$ cat src/logic/memStagePkg.sv
package memStagePkg;

    localparam int dataW    = 32;
    localparam int regAddrW = 5;
    localparam int laneN    = 4;
    localparam int excCodeW = 5;

    // primary opcodes
    localparam logic [5:0] opSpecial = 6'h00;
    localparam logic [5:0] opLb      = 6'h20;
    localparam logic [5:0] opLh      = 6'h21;
    localparam logic [5:0] opLw      = 6'h23;
    localparam logic [5:0] opLbu     = 6'h24;
    localparam logic [5:0] opLhu     = 6'h25;
    localparam logic [5:0] opSb      = 6'h28;
    localparam logic [5:0] opSh      = 6'h29;
    localparam logic [5:0] opSw      = 6'h2b;

    localparam logic [5:0] fnSyscall = 6'h0c; // funct under SPECIAL
    localparam logic [5:0] fnBreak   = 6'h0d;

    // cause register ExcCode values
    localparam logic [excCodeW-1:0] excAdel = 5'd4;
    localparam logic [excCodeW-1:0] excAdes = 5'd5;
    localparam logic [excCodeW-1:0] excSys  = 5'd8;
    localparam logic [excCodeW-1:0] excBp   = 5'd9;
    localparam logic [excCodeW-1:0] excOv   = 5'd12;

    typedef struct packed {
        logic [5:0]  opcode;
        logic [4:0]  rs;
        logic [4:0]  rt;
        logic [4:0]  rd;
        logic [4:0]  shamt;
        logic [5:0]  funct;
    } rTypeT;

    typedef struct packed {
        logic [5:0]  opcode;
        logic [4:0]  base;
        logic [4:0]  rt;
        logic [15:0] offset;
    } iTypeT;

    // one instruction word, read as R-type or I-type
    typedef union packed {
        rTypeT r;
        iTypeT i;
    } instrT;

endpackage

$ cat src/logic/memLaneIf.sv
`timescale 1ns/1ns

interface memLaneIf
    import memStagePkg::*;
();

    logic             isLoad;
    logic             isStore;
    logic [laneN-1:0] laneWen;   // raw byte enables, not yet gated
    logic [dataW-1:0] storeData; // store operand copied into lanes
    logic [dataW-1:0] loadData;  // extracted and extended read data
    logic             loadErr;   // AdEL on data address
    logic             storeErr;  // AdES on data address

    modport src (
        output isLoad, isStore, laneWen, storeData, loadData, loadErr, storeErr
    );

    modport dst (
        input isLoad, isStore, laneWen, storeData, loadData, loadErr, storeErr
    );

endinterface

$ cat src/logic/exceptDetect.sv
`timescale 1ns/1ns

module exceptDetect
    import memStagePkg::*;
(
    input  instrT               instr_i,
    input  logic [dataW-1:0]    pc_i,
    input  logic                overflow_i,
    output logic                insnExc_o,
    output logic [excCodeW-1:0] insnCode_o,
    output logic [dataW-1:0]    insnBadAddr_o
);

    logic pcMis;
    logic isSpecial;
    logic isSys;
    logic isBrk;

    assign pcMis     = pc_i[1:0] != 2'b00;       // fetch address error
    assign isSpecial = instr_i.r.opcode == opSpecial;
    assign isSys     = isSpecial && instr_i.r.funct == fnSyscall;
    assign isBrk     = isSpecial && instr_i.r.funct == fnBreak;

    assign insnExc_o = pcMis | isSys | isBrk | overflow_i;

    // fetch error first, then the instruction's own traps
    always_comb begin
        if (pcMis) begin
            insnCode_o = excAdel;
        end else if (isSys) begin
            insnCode_o = excSys;
        end else if (isBrk) begin
            insnCode_o = excBp;
        end else if (overflow_i) begin
            insnCode_o = excOv;
        end else begin
            insnCode_o = '0;
        end
    end

    assign insnBadAddr_o = pcMis ? pc_i : '0; // bad PC goes to BadVAddr

    knownCode: assert #0 (!insnExc_o ||
                          insnCode_o inside {excAdel, excSys, excBp, excOv});

endmodule

$ cat src/logic/memCommit.sv
`timescale 1ns/1ns

module memCommit
    import memStagePkg::*;
(
    input  logic                clk,
    input  logic                rstN_i,
    input  logic                valid_i,
    input  logic [dataW-1:0]    pc_i,
    input  logic [dataW-1:0]    aluout_i,
    input  logic [regAddrW-1:0] writereg_i,
    input  logic                regwrite_i,
    input  logic                insnExc_i,
    input  logic [excCodeW-1:0] insnCode_i,
    input  logic [dataW-1:0]    insnBadAddr_i,
    memLaneIf.dst               lane,
    output logic                memEn_o,
    output logic [laneN-1:0]    memWen_o,
    output logic [dataW-1:0]    memWdata_o,
    output logic [dataW-1:0]    resultW_o,
    output logic [regAddrW-1:0] writeregW_o,
    output logic                regwriteW_o,
    output logic                exceptW_o,
    output logic [excCodeW-1:0] excCodeW_o,
    output logic [dataW-1:0]    epcW_o,
    output logic [dataW-1:0]    badVaddrW_o
);

    logic                anyExc;
    logic                takeExc;
    logic [excCodeW-1:0] excCode;
    logic [dataW-1:0]    badAddr;
    logic [dataW-1:0]    result;

    assign anyExc  = insnExc_i | lane.loadErr | lane.storeErr;
    assign takeExc = valid_i & anyExc;

    // instruction causes beat data address errors
    always_comb begin
        excCode = '0;
        badAddr = '0;
        if (insnExc_i) begin
            excCode = insnCode_i;
            badAddr = insnBadAddr_i; // zero unless the PC is bad
        end else if (lane.loadErr) begin
            excCode = excAdel;
            badAddr = aluout_i;
        end else if (lane.storeErr) begin
            excCode = excAdes;
            badAddr = aluout_i;
        end
    end

    // a faulting instruction never reaches memory
    assign memEn_o    = valid_i & (lane.isLoad | lane.isStore) & ~anyExc;
    assign memWen_o   = memEn_o ? lane.laneWen : '0;
    assign memWdata_o = lane.storeData;

    assign result = lane.isLoad ? lane.loadData : aluout_i;

    // M to W register
    always_ff @(posedge clk or negedge rstN_i) begin
        if (!rstN_i) begin
            resultW_o   <= '0;
            writeregW_o <= '0;
            regwriteW_o <= 1'b0;
            exceptW_o   <= 1'b0;
            excCodeW_o  <= '0;
            epcW_o      <= '0;
            badVaddrW_o <= '0;
        end else begin
            resultW_o   <= result;
            writeregW_o <= writereg_i;
            regwriteW_o <= valid_i & regwrite_i & ~anyExc;
            exceptW_o   <= takeExc;
            excCodeW_o  <= takeExc ? excCode : '0;
            epcW_o      <= pc_i;
            badVaddrW_o <= takeExc ? badAddr : '0;
        end
    end

    wenNeedsEn: assert property (@(posedge clk) disable iff (!rstN_i)
        (memWen_o != '0) |-> memEn_o);

    // no access goes out for an instruction that faults
    excBlocksAccess: assert property (@(posedge clk) disable iff (!rstN_i)
        takeExc |-> !memEn_o);

endmodule

$ cat src/logic/memLane.sv
`timescale 1ns/1ns

module memLane
    import memStagePkg::*;
(
    input  instrT            instr_i,
    input  logic [dataW-1:0] addr_i,
    input  logic [dataW-1:0] storeVal_i,
    input  logic [dataW-1:0] memRdata_i,
    memLaneIf.src            lane
);

    logic       sizeByte;
    logic       sizeHalf;
    logic       signedLd;
    logic       misaligned;
    logic [7:0] rdByte;
    logic [15:0] rdHalf;

    // opcode decode on the I-type view
    always_comb begin
        lane.isLoad  = 1'b0;
        lane.isStore = 1'b0;
        sizeByte     = 1'b0;
        sizeHalf     = 1'b0;
        signedLd     = 1'b0;
        case (instr_i.i.opcode)
            opLb: begin
                lane.isLoad = 1'b1;
                sizeByte    = 1'b1;
                signedLd    = 1'b1;
            end
            opLbu: begin
                lane.isLoad = 1'b1;
                sizeByte    = 1'b1;
            end
            opLh: begin
                lane.isLoad = 1'b1;
                sizeHalf    = 1'b1;
                signedLd    = 1'b1;
            end
            opLhu: begin
                lane.isLoad = 1'b1;
                sizeHalf    = 1'b1;
            end
            opLw:    lane.isLoad  = 1'b1;
            opSb: begin
                lane.isStore = 1'b1;
                sizeByte     = 1'b1;
            end
            opSh: begin
                lane.isStore = 1'b1;
                sizeHalf     = 1'b1;
            end
            opSw:    lane.isStore = 1'b1;
            default: ;
        endcase
    end

    // store side
    always_comb begin
        lane.laneWen = '0;
        if (lane.isStore) begin
            if (sizeByte) begin
                lane.laneWen = laneN'(1) << addr_i[1:0];
            end else if (sizeHalf) begin
                lane.laneWen = addr_i[1] ? 4'b1100 : 4'b0011; // upper or lower half
            end else begin
                lane.laneWen = '1;
            end
        end
    end

    assign lane.storeData = sizeByte ? {4{storeVal_i[7:0]}} :
                            sizeHalf ? {2{storeVal_i[15:0]}} : storeVal_i;

    // load side
    assign rdByte = memRdata_i[8*addr_i[1:0] +: 8];
    assign rdHalf = addr_i[1] ? memRdata_i[31:16] : memRdata_i[15:0];

    always_comb begin
        if (sizeByte) begin
            lane.loadData = {{(dataW-8){signedLd & rdByte[7]}}, rdByte};
        end else if (sizeHalf) begin
            lane.loadData = {{(dataW-16){signedLd & rdHalf[15]}}, rdHalf};
        end else begin
            lane.loadData = memRdata_i;
        end
    end

    // word needs both low bits clear, halfword only bit 0
    assign misaligned    = sizeHalf ? addr_i[0] : (!sizeByte && addr_i[1:0] != 2'b00);
    assign lane.loadErr  = lane.isLoad & misaligned;
    assign lane.storeErr = lane.isStore & misaligned;

    oneKind: assert #0 (!(lane.isLoad && lane.isStore));
    wenOnlyStore: assert #0 (lane.isStore || lane.laneWen == '0);

endmodule

$ cat src/logic/memStage.sv
`timescale 1ns/1ns

module memStage
    import memStagePkg::*;
(
    input  logic                clk,
    input  logic                rstN_i,
    input  logic                validM_i,
    input  logic [dataW-1:0]    instrM_i,
    input  logic [dataW-1:0]    pcM_i,
    input  logic [dataW-1:0]    aluoutM_i,
    input  logic [dataW-1:0]    rtValueM_i,
    input  logic [regAddrW-1:0] writeregM_i,
    input  logic                regwriteM_i,
    input  logic                overflowM_i,
    input  logic [dataW-1:0]    memRdata_i,
    output logic                memEn_o,
    output logic [dataW-1:0]    memAddr_o,
    output logic [laneN-1:0]    memWen_o,
    output logic [dataW-1:0]    memWdata_o,
    output logic [dataW-1:0]    resultW_o,
    output logic [regAddrW-1:0] writeregW_o,
    output logic                regwriteW_o,
    output logic                exceptW_o,
    output logic [excCodeW-1:0] excCodeW_o,
    output logic [dataW-1:0]    epcW_o,
    output logic [dataW-1:0]    badVaddrW_o
);

    logic                insnExc;
    logic [excCodeW-1:0] insnCode;
    logic [dataW-1:0]    insnBadAddr;

    memLaneIf laneBus ();

    assign memAddr_o = aluoutM_i; // data address straight from execute

    memLane memLane_i (
        .instr_i    (instrM_i),
        .addr_i     (aluoutM_i),
        .storeVal_i (rtValueM_i),
        .memRdata_i (memRdata_i),
        .lane       (laneBus.src)
    );

    exceptDetect exceptDetect_i (
        .instr_i       (instrM_i),
        .pc_i          (pcM_i),
        .overflow_i    (overflowM_i),
        .insnExc_o     (insnExc),
        .insnCode_o    (insnCode),
        .insnBadAddr_o (insnBadAddr)
    );

    memCommit memCommit_i (
        .clk           (clk),
        .rstN_i        (rstN_i),
        .valid_i       (validM_i),
        .pc_i          (pcM_i),
        .aluout_i      (aluoutM_i),
        .writereg_i    (writeregM_i),
        .regwrite_i    (regwriteM_i),
        .insnExc_i     (insnExc),
        .insnCode_i    (insnCode),
        .insnBadAddr_i (insnBadAddr),
        .lane          (laneBus.dst),
        .memEn_o       (memEn_o),
        .memWen_o      (memWen_o),
        .memWdata_o    (memWdata_o),
        .resultW_o     (resultW_o),
        .writeregW_o   (writeregW_o),
        .regwriteW_o   (regwriteW_o),
        .exceptW_o     (exceptW_o),
        .excCodeW_o    (excCodeW_o),
        .epcW_o        (epcW_o),
        .badVaddrW_o   (badVaddrW_o)
    );

endmodule

$ cat config.mk
export PLATFORM = sky130hd
export DESIGN_NAME = memStage
export DESIGN_NICKNAME = d
export VERILOG_FILES = /design/src/logic/memStagePkg.sv /design/src/logic/memLaneIf.sv /design/src/logic/exceptDetect.sv /design/src/logic/memCommit.sv /design/src/logic/memLane.sv /design/src/logic/memStage.sv
export SDC_FILE = /design/constraint.sdc
export NUM_CORES = 1
export LEC_CHECK = 0
export BUFFER_PORTS_ARGS = -buffer_cell sky130_fd_sc_hd__clkbuf_2
export CAP_MARGIN = 30
export CORE_AREA = 5 5 132 134
export CTS_BUF_LIST = sky130_fd_sc_hd__clkbuf_4
export DETAILED_ROUTE_END_ITERATION = 7
export DIE_AREA = 0 0 137 139
export HOLD_SLACK_MARGIN = 0.02
export MAX_ROUTING_LAYER = met4
export PLACE_DENSITY_LB_ADDON = 0.1
export SLEW_MARGIN = 20
export SYNTH_ARGS = -nofsm -noshare
export SYNTH_HDL_FRONTEND = slang
export SYNTH_SLANG_ARGS = --single-unit
export TNS_END_PERCENT = 5
$ cat constraint.sdc
create_clock -name clk -period 2.15 [get_ports clk]
set_input_delay 0.1075 -clock clk [delete_from_list [all_inputs] [get_ports clk]]
set_output_delay 0.1075 -clock clk [all_outputs]
set_load 0.05 [all_outputs]
; After elaboration in Yosys (flattened, before gate mapping)
; Index checks and enable logic that the tools add are counted.
[classes]
addsub = 0
n_mul = 0
div = 0
magnitude_cmp = 0
n_eq_ne = 10
n_shift = 2
muxes = 30
bitwise_logic = 16
n_reduce_logical = 12
[ops]
columns = operator, count
row1 = two-way mux 32 bit, 10
row2 = == test 6 bit (second input constant), 8
row3 = indexed part select 32 x 6 -> 8 bit, 1
row4 = two-way mux 5 bit, 6
row5 = two-way mux 4 bit, 6
row6 = two-way mux 16 bit, 1
row7 = == test 6 x 4 -> 1 bit (second input constant), 2
row8 = AND 1 bit, 9
row9 = OR reduction 3 bit, 3
row10 = zero test 6 bit, 1
row11 = two-way mux 1 bit, 6
row12 = OR 1 bit, 6
row13 = OR reduction 5 bit, 1
row14 = nonzero test 2 bit, 2
row15 = << shifter 1 x 2 -> 4 bit (first input constant), 1
row16 = logical AND 1 bit, 3
row17 = two-way mux 3 bit, 1
row18 = OR reduction 2 bit, 1
row19 = zero test 1 bit, 1
row20 = inverter 1 bit, 1
[word_totals]
regBits = 108
latch_bits = 0
ram_bits = 0
rom_bits = 0
in_bits = 170
out_inout_bits = 177
mem_count = 0

; Longest topological paths before layout
; Gate-level depths: netlist (run 1).
[logic_depth]
word_depth = 12
depth_mapped = 7
ltp_nobuf = 4

; Hierarchy
; Synthesis (run 1) repeated with hierarchy kept, for this count alone.
[hier_totals]
hier_cells = 556
hier_area_um2 = 5830.6
[modules_own_cells]
columns = module, n_inst, cells_per_inst, area_each_um2, seq_area_each_um2
row1 = memCommit, 1, 269, 3896.2, 2702.6
row2 = memLane, 1, 207, 1390.1, 0.0
row3 = exceptDetect, 1, 48, 304.0, 0.0
row4 = memStage, 1, 32, 240.2, 0.0

; Worst setup path after synthesis (run 1)
; Ideal clock, no wire load.
[synth_timing]
kind = input port to output port
startpoint = in instrM_i[30]
endpoint = out memWen_o[0]
t_arrival_ps = 2830
required_ps = 2043
setup_slack_ps = -788
stages = 4
cell_sequence = or3b_1 -> or2_1 -> o2111a_1 -> a2111oi_1
[synth_via]
elab_chain_cells = 12
word_cells_on_any_way = 37
cone_classes = eq/ne (8) / mux (9) / bitwise (11) / reduce/logical (9)
[synth_rtl]
columns = element, line
row1 = start: declaration, memStage.sv:9  ; input logic [dataW-1:0] instrM_i,
row2 = == test 6 bit, memLane.sv:27  ; case (instr_i.i.opcode)
row3 = OR reduction 3 bit (no line), n/a
row4 = two-way mux 1 bit, memLane.sv:27
row5 = zero test 1 bit, memLane.sv:92  ; assign misaligned = sizeHalf ? addr_i[0] : (!sizeByte && addr_i[1:0] != 2'b00);
row6 = logical AND 1 bit, memLane.sv:92
row7 = two-way mux 1 bit, memLane.sv:92
row8 = AND 1 bit, memLane.sv:93  ; assign lane.loadErr = lane.isLoad & misaligned;
row9 = OR 1 bit (2 in series), memCommit.sv:35  ; assign anyExc = insnExc_i | lane.loadErr | lane.storeErr;
row10 = inverter 1 bit, memCommit.sv:55  ; assign memEn_o = valid_i & (lane.isLoad | lane.isStore) & ~anyExc;
row11 = AND 1 bit, memCommit.sv:55
row12 = two-way mux 4 bit *, memCommit.sv:56  ; assign memWen_o = memEn_o ? lane.laneWen : '0;
row13 = end: declaration, memStage.sv:19  ; output logic [laneN-1:0] memWen_o,
; Mark *: on every way between the ends. The rest lies on a longest branch, timed or not.

; Final worst setup path (run 1)
[layout_timing]
startpoint = in instrM_i[30]
endpoint = out memWen_o[3]
; The elaborated chain is that of the path after synthesis.

==> summary.txt, run 1 <==
==================================================================================
Outcome                                                               complete, no violations
Hold WC Path Type                                                         in2async
Ys flop type                                                               dfrtp_1
Design area                                                             8390 sq um
Fin Setup TNS                                                                 0 ps
HPWL reported at the end of detailed placement                        16000 microns
Final standard cell utilization of the core                                  0.519
Critical-path top delay cell                                                or3b_1
Number of pins exceeding their max-slew limit in the final report                0
DRC violations left                                                              0
Yosys warning count                                                              0
Register clock-pin slew on the reported worst setup and hold paths          190 ps
Net total in the final layout                                                 1094
Relative max-transition margin                                               0.609
IO buf count                                                                   324
Top library cells by usage in the layout, fill and taps aside         clkbuf_2, dlygate4sd3_1, dfrtp_1
Iteration count of the initial detailed-routing pass                             5
Number of placement rows                                                        47
Final Cycle Share                                                            0.910
Count of flip-flops with a built-in enable after synthesis                       0
WP buf/inv                                                                       2
Initial core utilization                                                     0.322
Minimum clock period after layout                                          1960 ps
Required time at the worst-slack endpoint                                  2040 ps
Number of routed nets with antenna violations                                    0
Cell total after placement                                                    1019
Die Y-Extent                                                           139 microns
Number of cells in the finished layout apart from fillers                     1150
Critical Path Sink Type                                                output port
Floorplan die area                                                     19000 sq um
First-pass GRT wire length                                            32300 microns
Number of buffers created by CTS                                                 9
Signed area change from the synthesized netlist to the final layout          61.0%
Pwr/cell area                                                          582 nW/um^2
Cell Area, Synth                                                        5210 sq um
Worst-margin pin slew                                                       582 ps
Number of levels in the clock H-tree                                             3
Area fraction of the dominant cell type after synthesis                      0.509
Post-Synthesis Cells                                                           530
Detailed Route Iter0 Violations                                                250
Cell repeated most along the worst path                                   clkbuf_2
Post-detailed-route via-to-cell ratio                                         4.86
Finish-stage setup viols                                                         0
Total routing usage reported by global routing                               0.225
Synth unique cells                                                              47
Vias in the first global route                                                5972
Seq/Total Area, Yosys                                                        0.509
Max Cap Violations                                                               0
Max incr delay on CP                                                        400 ps
Category of the critical setup timing path                                  in2out
Aggregate global routing overflow                                                0
Hold WS                                                                     145 ps
Initial antenna violation count                                                  1
CTS tree                                                                     built
Routability congestion estimate from global placement                        0.906
Die X                                                                  137 microns
CP max FO                                                                        6
Total leakage power                                                     0.00417 uW
Pin count of the biggest net entering global routing                            52
Core box area                                                          16200 sq um
List of cells traversed by the critical path                          clkbuf_2 > or3b_1 > or2_1 > o2111a_1 > a2111oi_2 > clkbuf_2
Ys async rst share                                                            1.00
Total detailed-routing wirelength                                     21200 microns
Maximum buffer depth of the clock tree                                           2
I/O pin count                                                                  347
Leading area contributor after synthesis                                   dfrtp_1
Total number of clock tree sinks                                               106
Final hold viol count                                                            0
Data arrival time of the critical path                                     1850 ps
Via total after detailed routing                                              5588
Average size of a mapped cell                                           9.83 sq um
Max frequency                                                              511 MHz
Worst path top cell family by delay                                   compound AO/OA/AOI/OAI gates
Critical Path Source Type                                                input pin
Maximum VDD drop                                                        0.000256 V
Flops & latches, synth                                                         106
Setup repair after global routing missed its margin                             no
Cell area after placement                                               7110 sq um
Root buffer cell                                                          clkbuf_4
Most common cell after layout, fill and taps aside                        clkbuf_2
Wire length per cell after detailed routing                           18.5 microns
Synth area leaders                                                    dfrtp_1, nand2_1, buf_4
Share of layout cells above drive strength 1                                 0.423
==================================================================================
[power breakdown]
| part | internal [uW] | switching, uW | total, uW |
|---|---|---|---|
| registers | 2110 | 29.6 | 2140 |
| clock network | 277 | 714 | 992 |
| logic | 574 | 1180 | 1750 |
| total | 2960 | 1920 | 4880 |
[flip-flops by register name, summed over array words and instances, names as in the netlist]
signal                   cells
memCommit_i.badVaddrW_o     32
memCommit_i.epcW_o          32
memCommit_i.excCodeW_o       3
memCommit_i.exceptW_o        1
memCommit_i.regwriteW_o      1
memCommit_i.resultW_o       32
memCommit_i.writeregW_o      5
[per-layer routing]
layer,track usage,routed length (microns),up-vias,share of wire
li1,-,-,2622,-
met1,0.254,8190,2688,0.39
met2,0.401,11400,252,0.54
met3,0.0392,1270,26,0.060
met4,0.0735,358,0,0.017
met5,-,0,-,0
[what timing repair did]
item | 4_1_cts | 5_1_grt
resized for setup | 0 | 0
endpoints found under the hold margin | 149 | 0
hold buffers | 114 | 0
buffers inserted | 0 | 0
[cell families after synthesis]
logic type	after synthesis	synth area share
AND/OR/NAND/NOR	182	0.159
AO/OA/AOI/OAI	127	0.162
flip-flops	106	0.509
buffers and inverters	90	0.101
multiplexers	24	0.0679
other	1	0.000719
[layout make-up]
| class | count | area (sq um) |
|---|---|---|
| Clock inverter | 6 | 61.3 |
| Clock buffer | 10 | 75.1 |
| Sequential cell | 106 | 2650 |
| Inverter | 9 | 33.8 |
| Fill cell | 1526 | 7780 |
| Tap cell | 220 | 275 |
| Timing Repair Buffer | 463 | 3200 |
| Antenna cell | 1 | 2.50 |
| Multi-Input combinational cell | 335 | 2090 |
[per-stage QoR]
step                worst slack [ps]  power (uW)
finish                           194        4880
global route                    84.2        5100
CTS                              186        4940
detailed placement               188        3770
global placement                 201        3760
floorplan                       -133        3200
[final timing paths]
kind	end	slack (ps)	cells after the start	start
min	memCommit_i.badVaddrW_o[29]	150	2	rstN_i
max	memWen_o[3]	190	6	instrM_i[30]
min in group clk	memCommit_i.resultW_o[10]	150	4	instrM_i[26]
max in group asynchronous	memCommit_i.epcW_o[10]	1280	3	rstN_i
[cells in the mapped netlist (3+ instances only)]
master,number
dfrtp_1,106
nand2_1,92
o21ai_0,49
buf_4,43
nand3_1,35
clkbuf_1,21
a21oi_1,19
nor2_1,19
a221o_1,16
buf_2,11
nor3_1,11
inv_1,9
nor2b_1,9
a22oi_1,8
a31oi_1,8
mux2_2,8
mux2i_1,8
o32ai_1,8
mux4_2,7
nand2b_1,5
buf_1,4
a2111oi_1,3
Power figures use the tool's default switching activity.
==> run 2, diff against run 1 <==
--- a/config.mk
+++ b/config.mk
@@ -7,13 +7,14 @@
 export LEC_CHECK = 0
 export BUFFER_PORTS_ARGS = -buffer_cell sky130_fd_sc_hd__clkbuf_2
 export CAP_MARGIN = 30
-export CORE_AREA = 5 5 132 134
+export CORE_AREA = 5 5 133 135
 export CTS_BUF_LIST = sky130_fd_sc_hd__clkbuf_4
 export DETAILED_ROUTE_END_ITERATION = 7
-export DIE_AREA = 0 0 137 139
+export DIE_AREA = 0 0 138 140
 export HOLD_SLACK_MARGIN = 0.02
 export MAX_ROUTING_LAYER = met4
 export PLACE_DENSITY_LB_ADDON = 0.1
+export RECOVER_POWER = 100
 export SLEW_MARGIN = 20
 export SYNTH_ARGS = -nofsm -noshare
 export SYNTH_HDL_FRONTEND = slang
==> constraint.sdc (replaced) <==
create_clock -name clk -period 1.72 [get_ports clk]
set_input_delay 0.086 -clock clk [delete_from_list [all_inputs] [get_ports clk]]
set_output_delay 0.086 -clock clk [all_outputs]
set_load 0.05 [all_outputs]
==> run 2 against run 1 <==
Compared with the run above: the flow now finishes with violations (setup timing); die area is 1.5% higher; critical path type is now in2reg; largest power group unchanged; first-iteration DRC count increased by 30%; hold slack got worse by 62 ps; critical endpoint is now memCommit_i.resultW_o[29].
==> summary.txt, run 2 (synthesized netlist as in run 1, its figures left out) <==
==================================================================================
Multi-input gate area in the final layout                               2150 sq um   +2.8%
Switching power share of the total                                           0.386   -0.00829
Required time at the worst-slack endpoint                                  2060 ps   +20 ps
Iteration count of the initial detailed-routing pass                             4   -1
Routed met3 length                                                    1500 microns   +18%
Endpoint with the worst hold slack                                    memCommit_i.excCodeW_o[2]
Initial core utilization                                                     0.319   -0.00348
Hold WC Path Type                                                           in2reg
Number of filler cells placed in the layout                                   1572   +3.0%
Worst hold path cell count                                                       4
Switching Power                                                            2420 uW   +26%
Number of levels in the clock H-tree                                             3   unchanged
Setup repair after global routing missed its margin                            yes
Minimum clock period after layout                                          1720 ps
HPWL reported at the end of detailed placement                        16000 microns   +0.41%
Uppermost signal routing layer after detailed routing                         met4
Total met2 wirelength after detailed routing                          11000 microns   -3.6%
DRC violations left                                                              0   unchanged
Violated checks                                                       setup timing
Aggregate global routing overflow                                                0   unchanged
Largest registers                                                     memCommit_i.badVaddrW_o: 32 flops, memCommit_i.epcW_o: 32 flops, memCommit_i.resultW_o: 32 flops
Core box area                                                          16300 sq um   +1.1%
Maximum buffer depth of the clock tree                                           2   unchanged
Part of the total power dissipated in sequential elements                    0.425   -0.013
CP max FO                                                                       16   +10
Worst hold start                                                          pcM_i[1]
CTS tree                                                                     built
Initial antenna violation count                                                  2   +1
Outcome                                                               finished with violations
Setup fix buffers added after clock tree synthesis                               0   unchanged
Total number of clock tree sinks                                               106   unchanged
Data arrival time of the critical path                                     2070 ps   +220 ps
Signed area change from the synthesized netlist to the final layout          64.9%
Detailed Route Iter0 Violations                                                324   +30%
Final hold viol count                                                            0   unchanged
Net total in the final layout                                                 1104   +0.91%
Max Cap Violations                                                               0   unchanged
Critical Path Sink Type                                                  flip-flop
Total leakage power                                                     0.00408 uW   -2.2%
Number of routed nets with antenna violations                                    0   unchanged
Via total after detailed routing                                              5630   +0.75%
Category of the critical setup timing path                                  in2reg
Worst-margin pin slew                                                      1080 ps   +498 ps
Total detailed-routing wirelength                                     21200 microns   -0.26%
Met1 layer wirelength in the final routing                            8140 microns   -0.65%
Routability congestion estimate from global placement                        0.906   about the same
Pin count of the biggest net entering global routing                            42   -19%
Number of pins exceeding their max-slew limit in the final report                0   unchanged
Register clock-pin slew on the reported worst setup and hold paths          190 ps   about the same
Vias in the first global route                                                5946   -0.44%
Max frequency                                                              580 MHz
I/O pin count                                                                  347   unchanged
Floorplan die area                                                     19300 sq um   +1.5%
Final standard cell utilization of the core                                  0.526   +0.00703
Most common cell after layout, fill and taps aside                        clkbuf_2
Smallest setup slack after layout                                         -4.62 ps   -199 ps
Fin Setup TNS                                                             -4.63 ps   -4.63 ps
Clock power frac                                                             0.222   +0.019
Wire length per cell after detailed routing                           18.2 microns   -1.2%
Final Cycle Share                                                             1.00
Comb power frac                                                              0.353   -0.006
Die X                                                                  138 microns   +0.73%
Number of buffers created by CTS                                                 9   unchanged
Die Y-Extent                                                           140 microns   +0.72%
DP Worst Slack                                                             -107 ps   -295 ps
Finish-stage setup viols                                                         2   +2
First-pass GRT wire length                                            33000 microns   +2.2%
Root buffer cell                                                          clkbuf_4
Critical Path Source Type                                                input pin
Share of layout cells above drive strength 1                                 0.371   -0.0524
Maximum VDD drop                                                        0.000328 V   +28%
Sequential cell area                                                    2650 sq um   unchanged
Pwr/cell area                                                          731 nW/um^2   +26%
Number of placement rows                                                        47   unchanged
Post-detailed-route via-to-cell ratio                                         4.85   -0.20%
Relative max-transition margin                                               0.280   -0.329
Top library cells by usage in the layout, fill and taps aside         clkbuf_2, dlygate4sd3_1, dfrtp_1
Int Power                                                                  3860 uW   +30%
IO buf count                                                                   324   unchanged
Total routing usage reported by global routing                               0.221   -0.00453
==================================================================================
run 2: critical path, cell delays in order:
cell and delay, ps:
dlygate4sd3_1 530, clkbuf_2 160, mux4_2 490, nor3b_4 180, o211a_4 330, a221o_1 280
run 2: power by group through the flow:
stage	logic [uW]	registers (uW)	clock network, uW
after floorplan	771	3240	0
after global placement	2040	2720	0
after detailed placement	2050	2720	0
after CTS	2260	2670	1440
after global routing	2350	2690	1550
final	2220	2670	1390
run 2: repair_timing:
action | CTS | global route
endpoints found under the hold margin | 197 | 0
hold buffers | 106 | 0
endpoints found under the setup margin | 11 | 11
gates resized for setup | 9 | 7
pin swaps | 3 | 4
run 2: per-layer routing:
layer,up-vias,global-route usage
met5,-,-
met4,0,0.0712
met3,34,0.0590
met2,265,0.384
met1,2687,0.248
li1,2644,-
run 2: area by class of cell:
class / instances / area share
antenna: 2 / 0.000582
clock buffer: 10 / 0.00873
clock inverter: 6 / 0.00975
inverter: 9 / 0.00393
multi-input combinational: 335 / 0.250
sequential: 106 / 0.309
tap: 220 / 0.0320
timing repair buffer: 473 / 0.387
run 2: per-stage QoR:
step | hold WS (ps) | area [sq um] | total power, uW | std cells
after floorplan | -210 | 5290 | 4010 | 531
after global placement | 110 | 7420 | 4760 | 1038
after detailed placement | 119 | 7420 | 4770 | 1038
after CTS | 33.9 | 8670 | 6360 | 1160
after global routing | 77.8 | 8600 | 6580 | 1161
final | 83.4 | 8600 | 6280 | 1161
run 2: worst max path at each step:
stage                    from                         to  slack, ps
5_1_grt          instrM_i[26]                memWen_o[3]         -6
4_1_cts          instrM_i[30]                memWen_o[3]         -4
3_5_place_dp     instrM_i[30]                memWen_o[0]       -110
6_report       memRdata_i[31]  memCommit_i.resultW_o[29]         -5
2_1_floorplan    instrM_i[30]                memWen_o[0]       -210
3_3_place_gp     instrM_i[30]                memWen_o[0]       -100
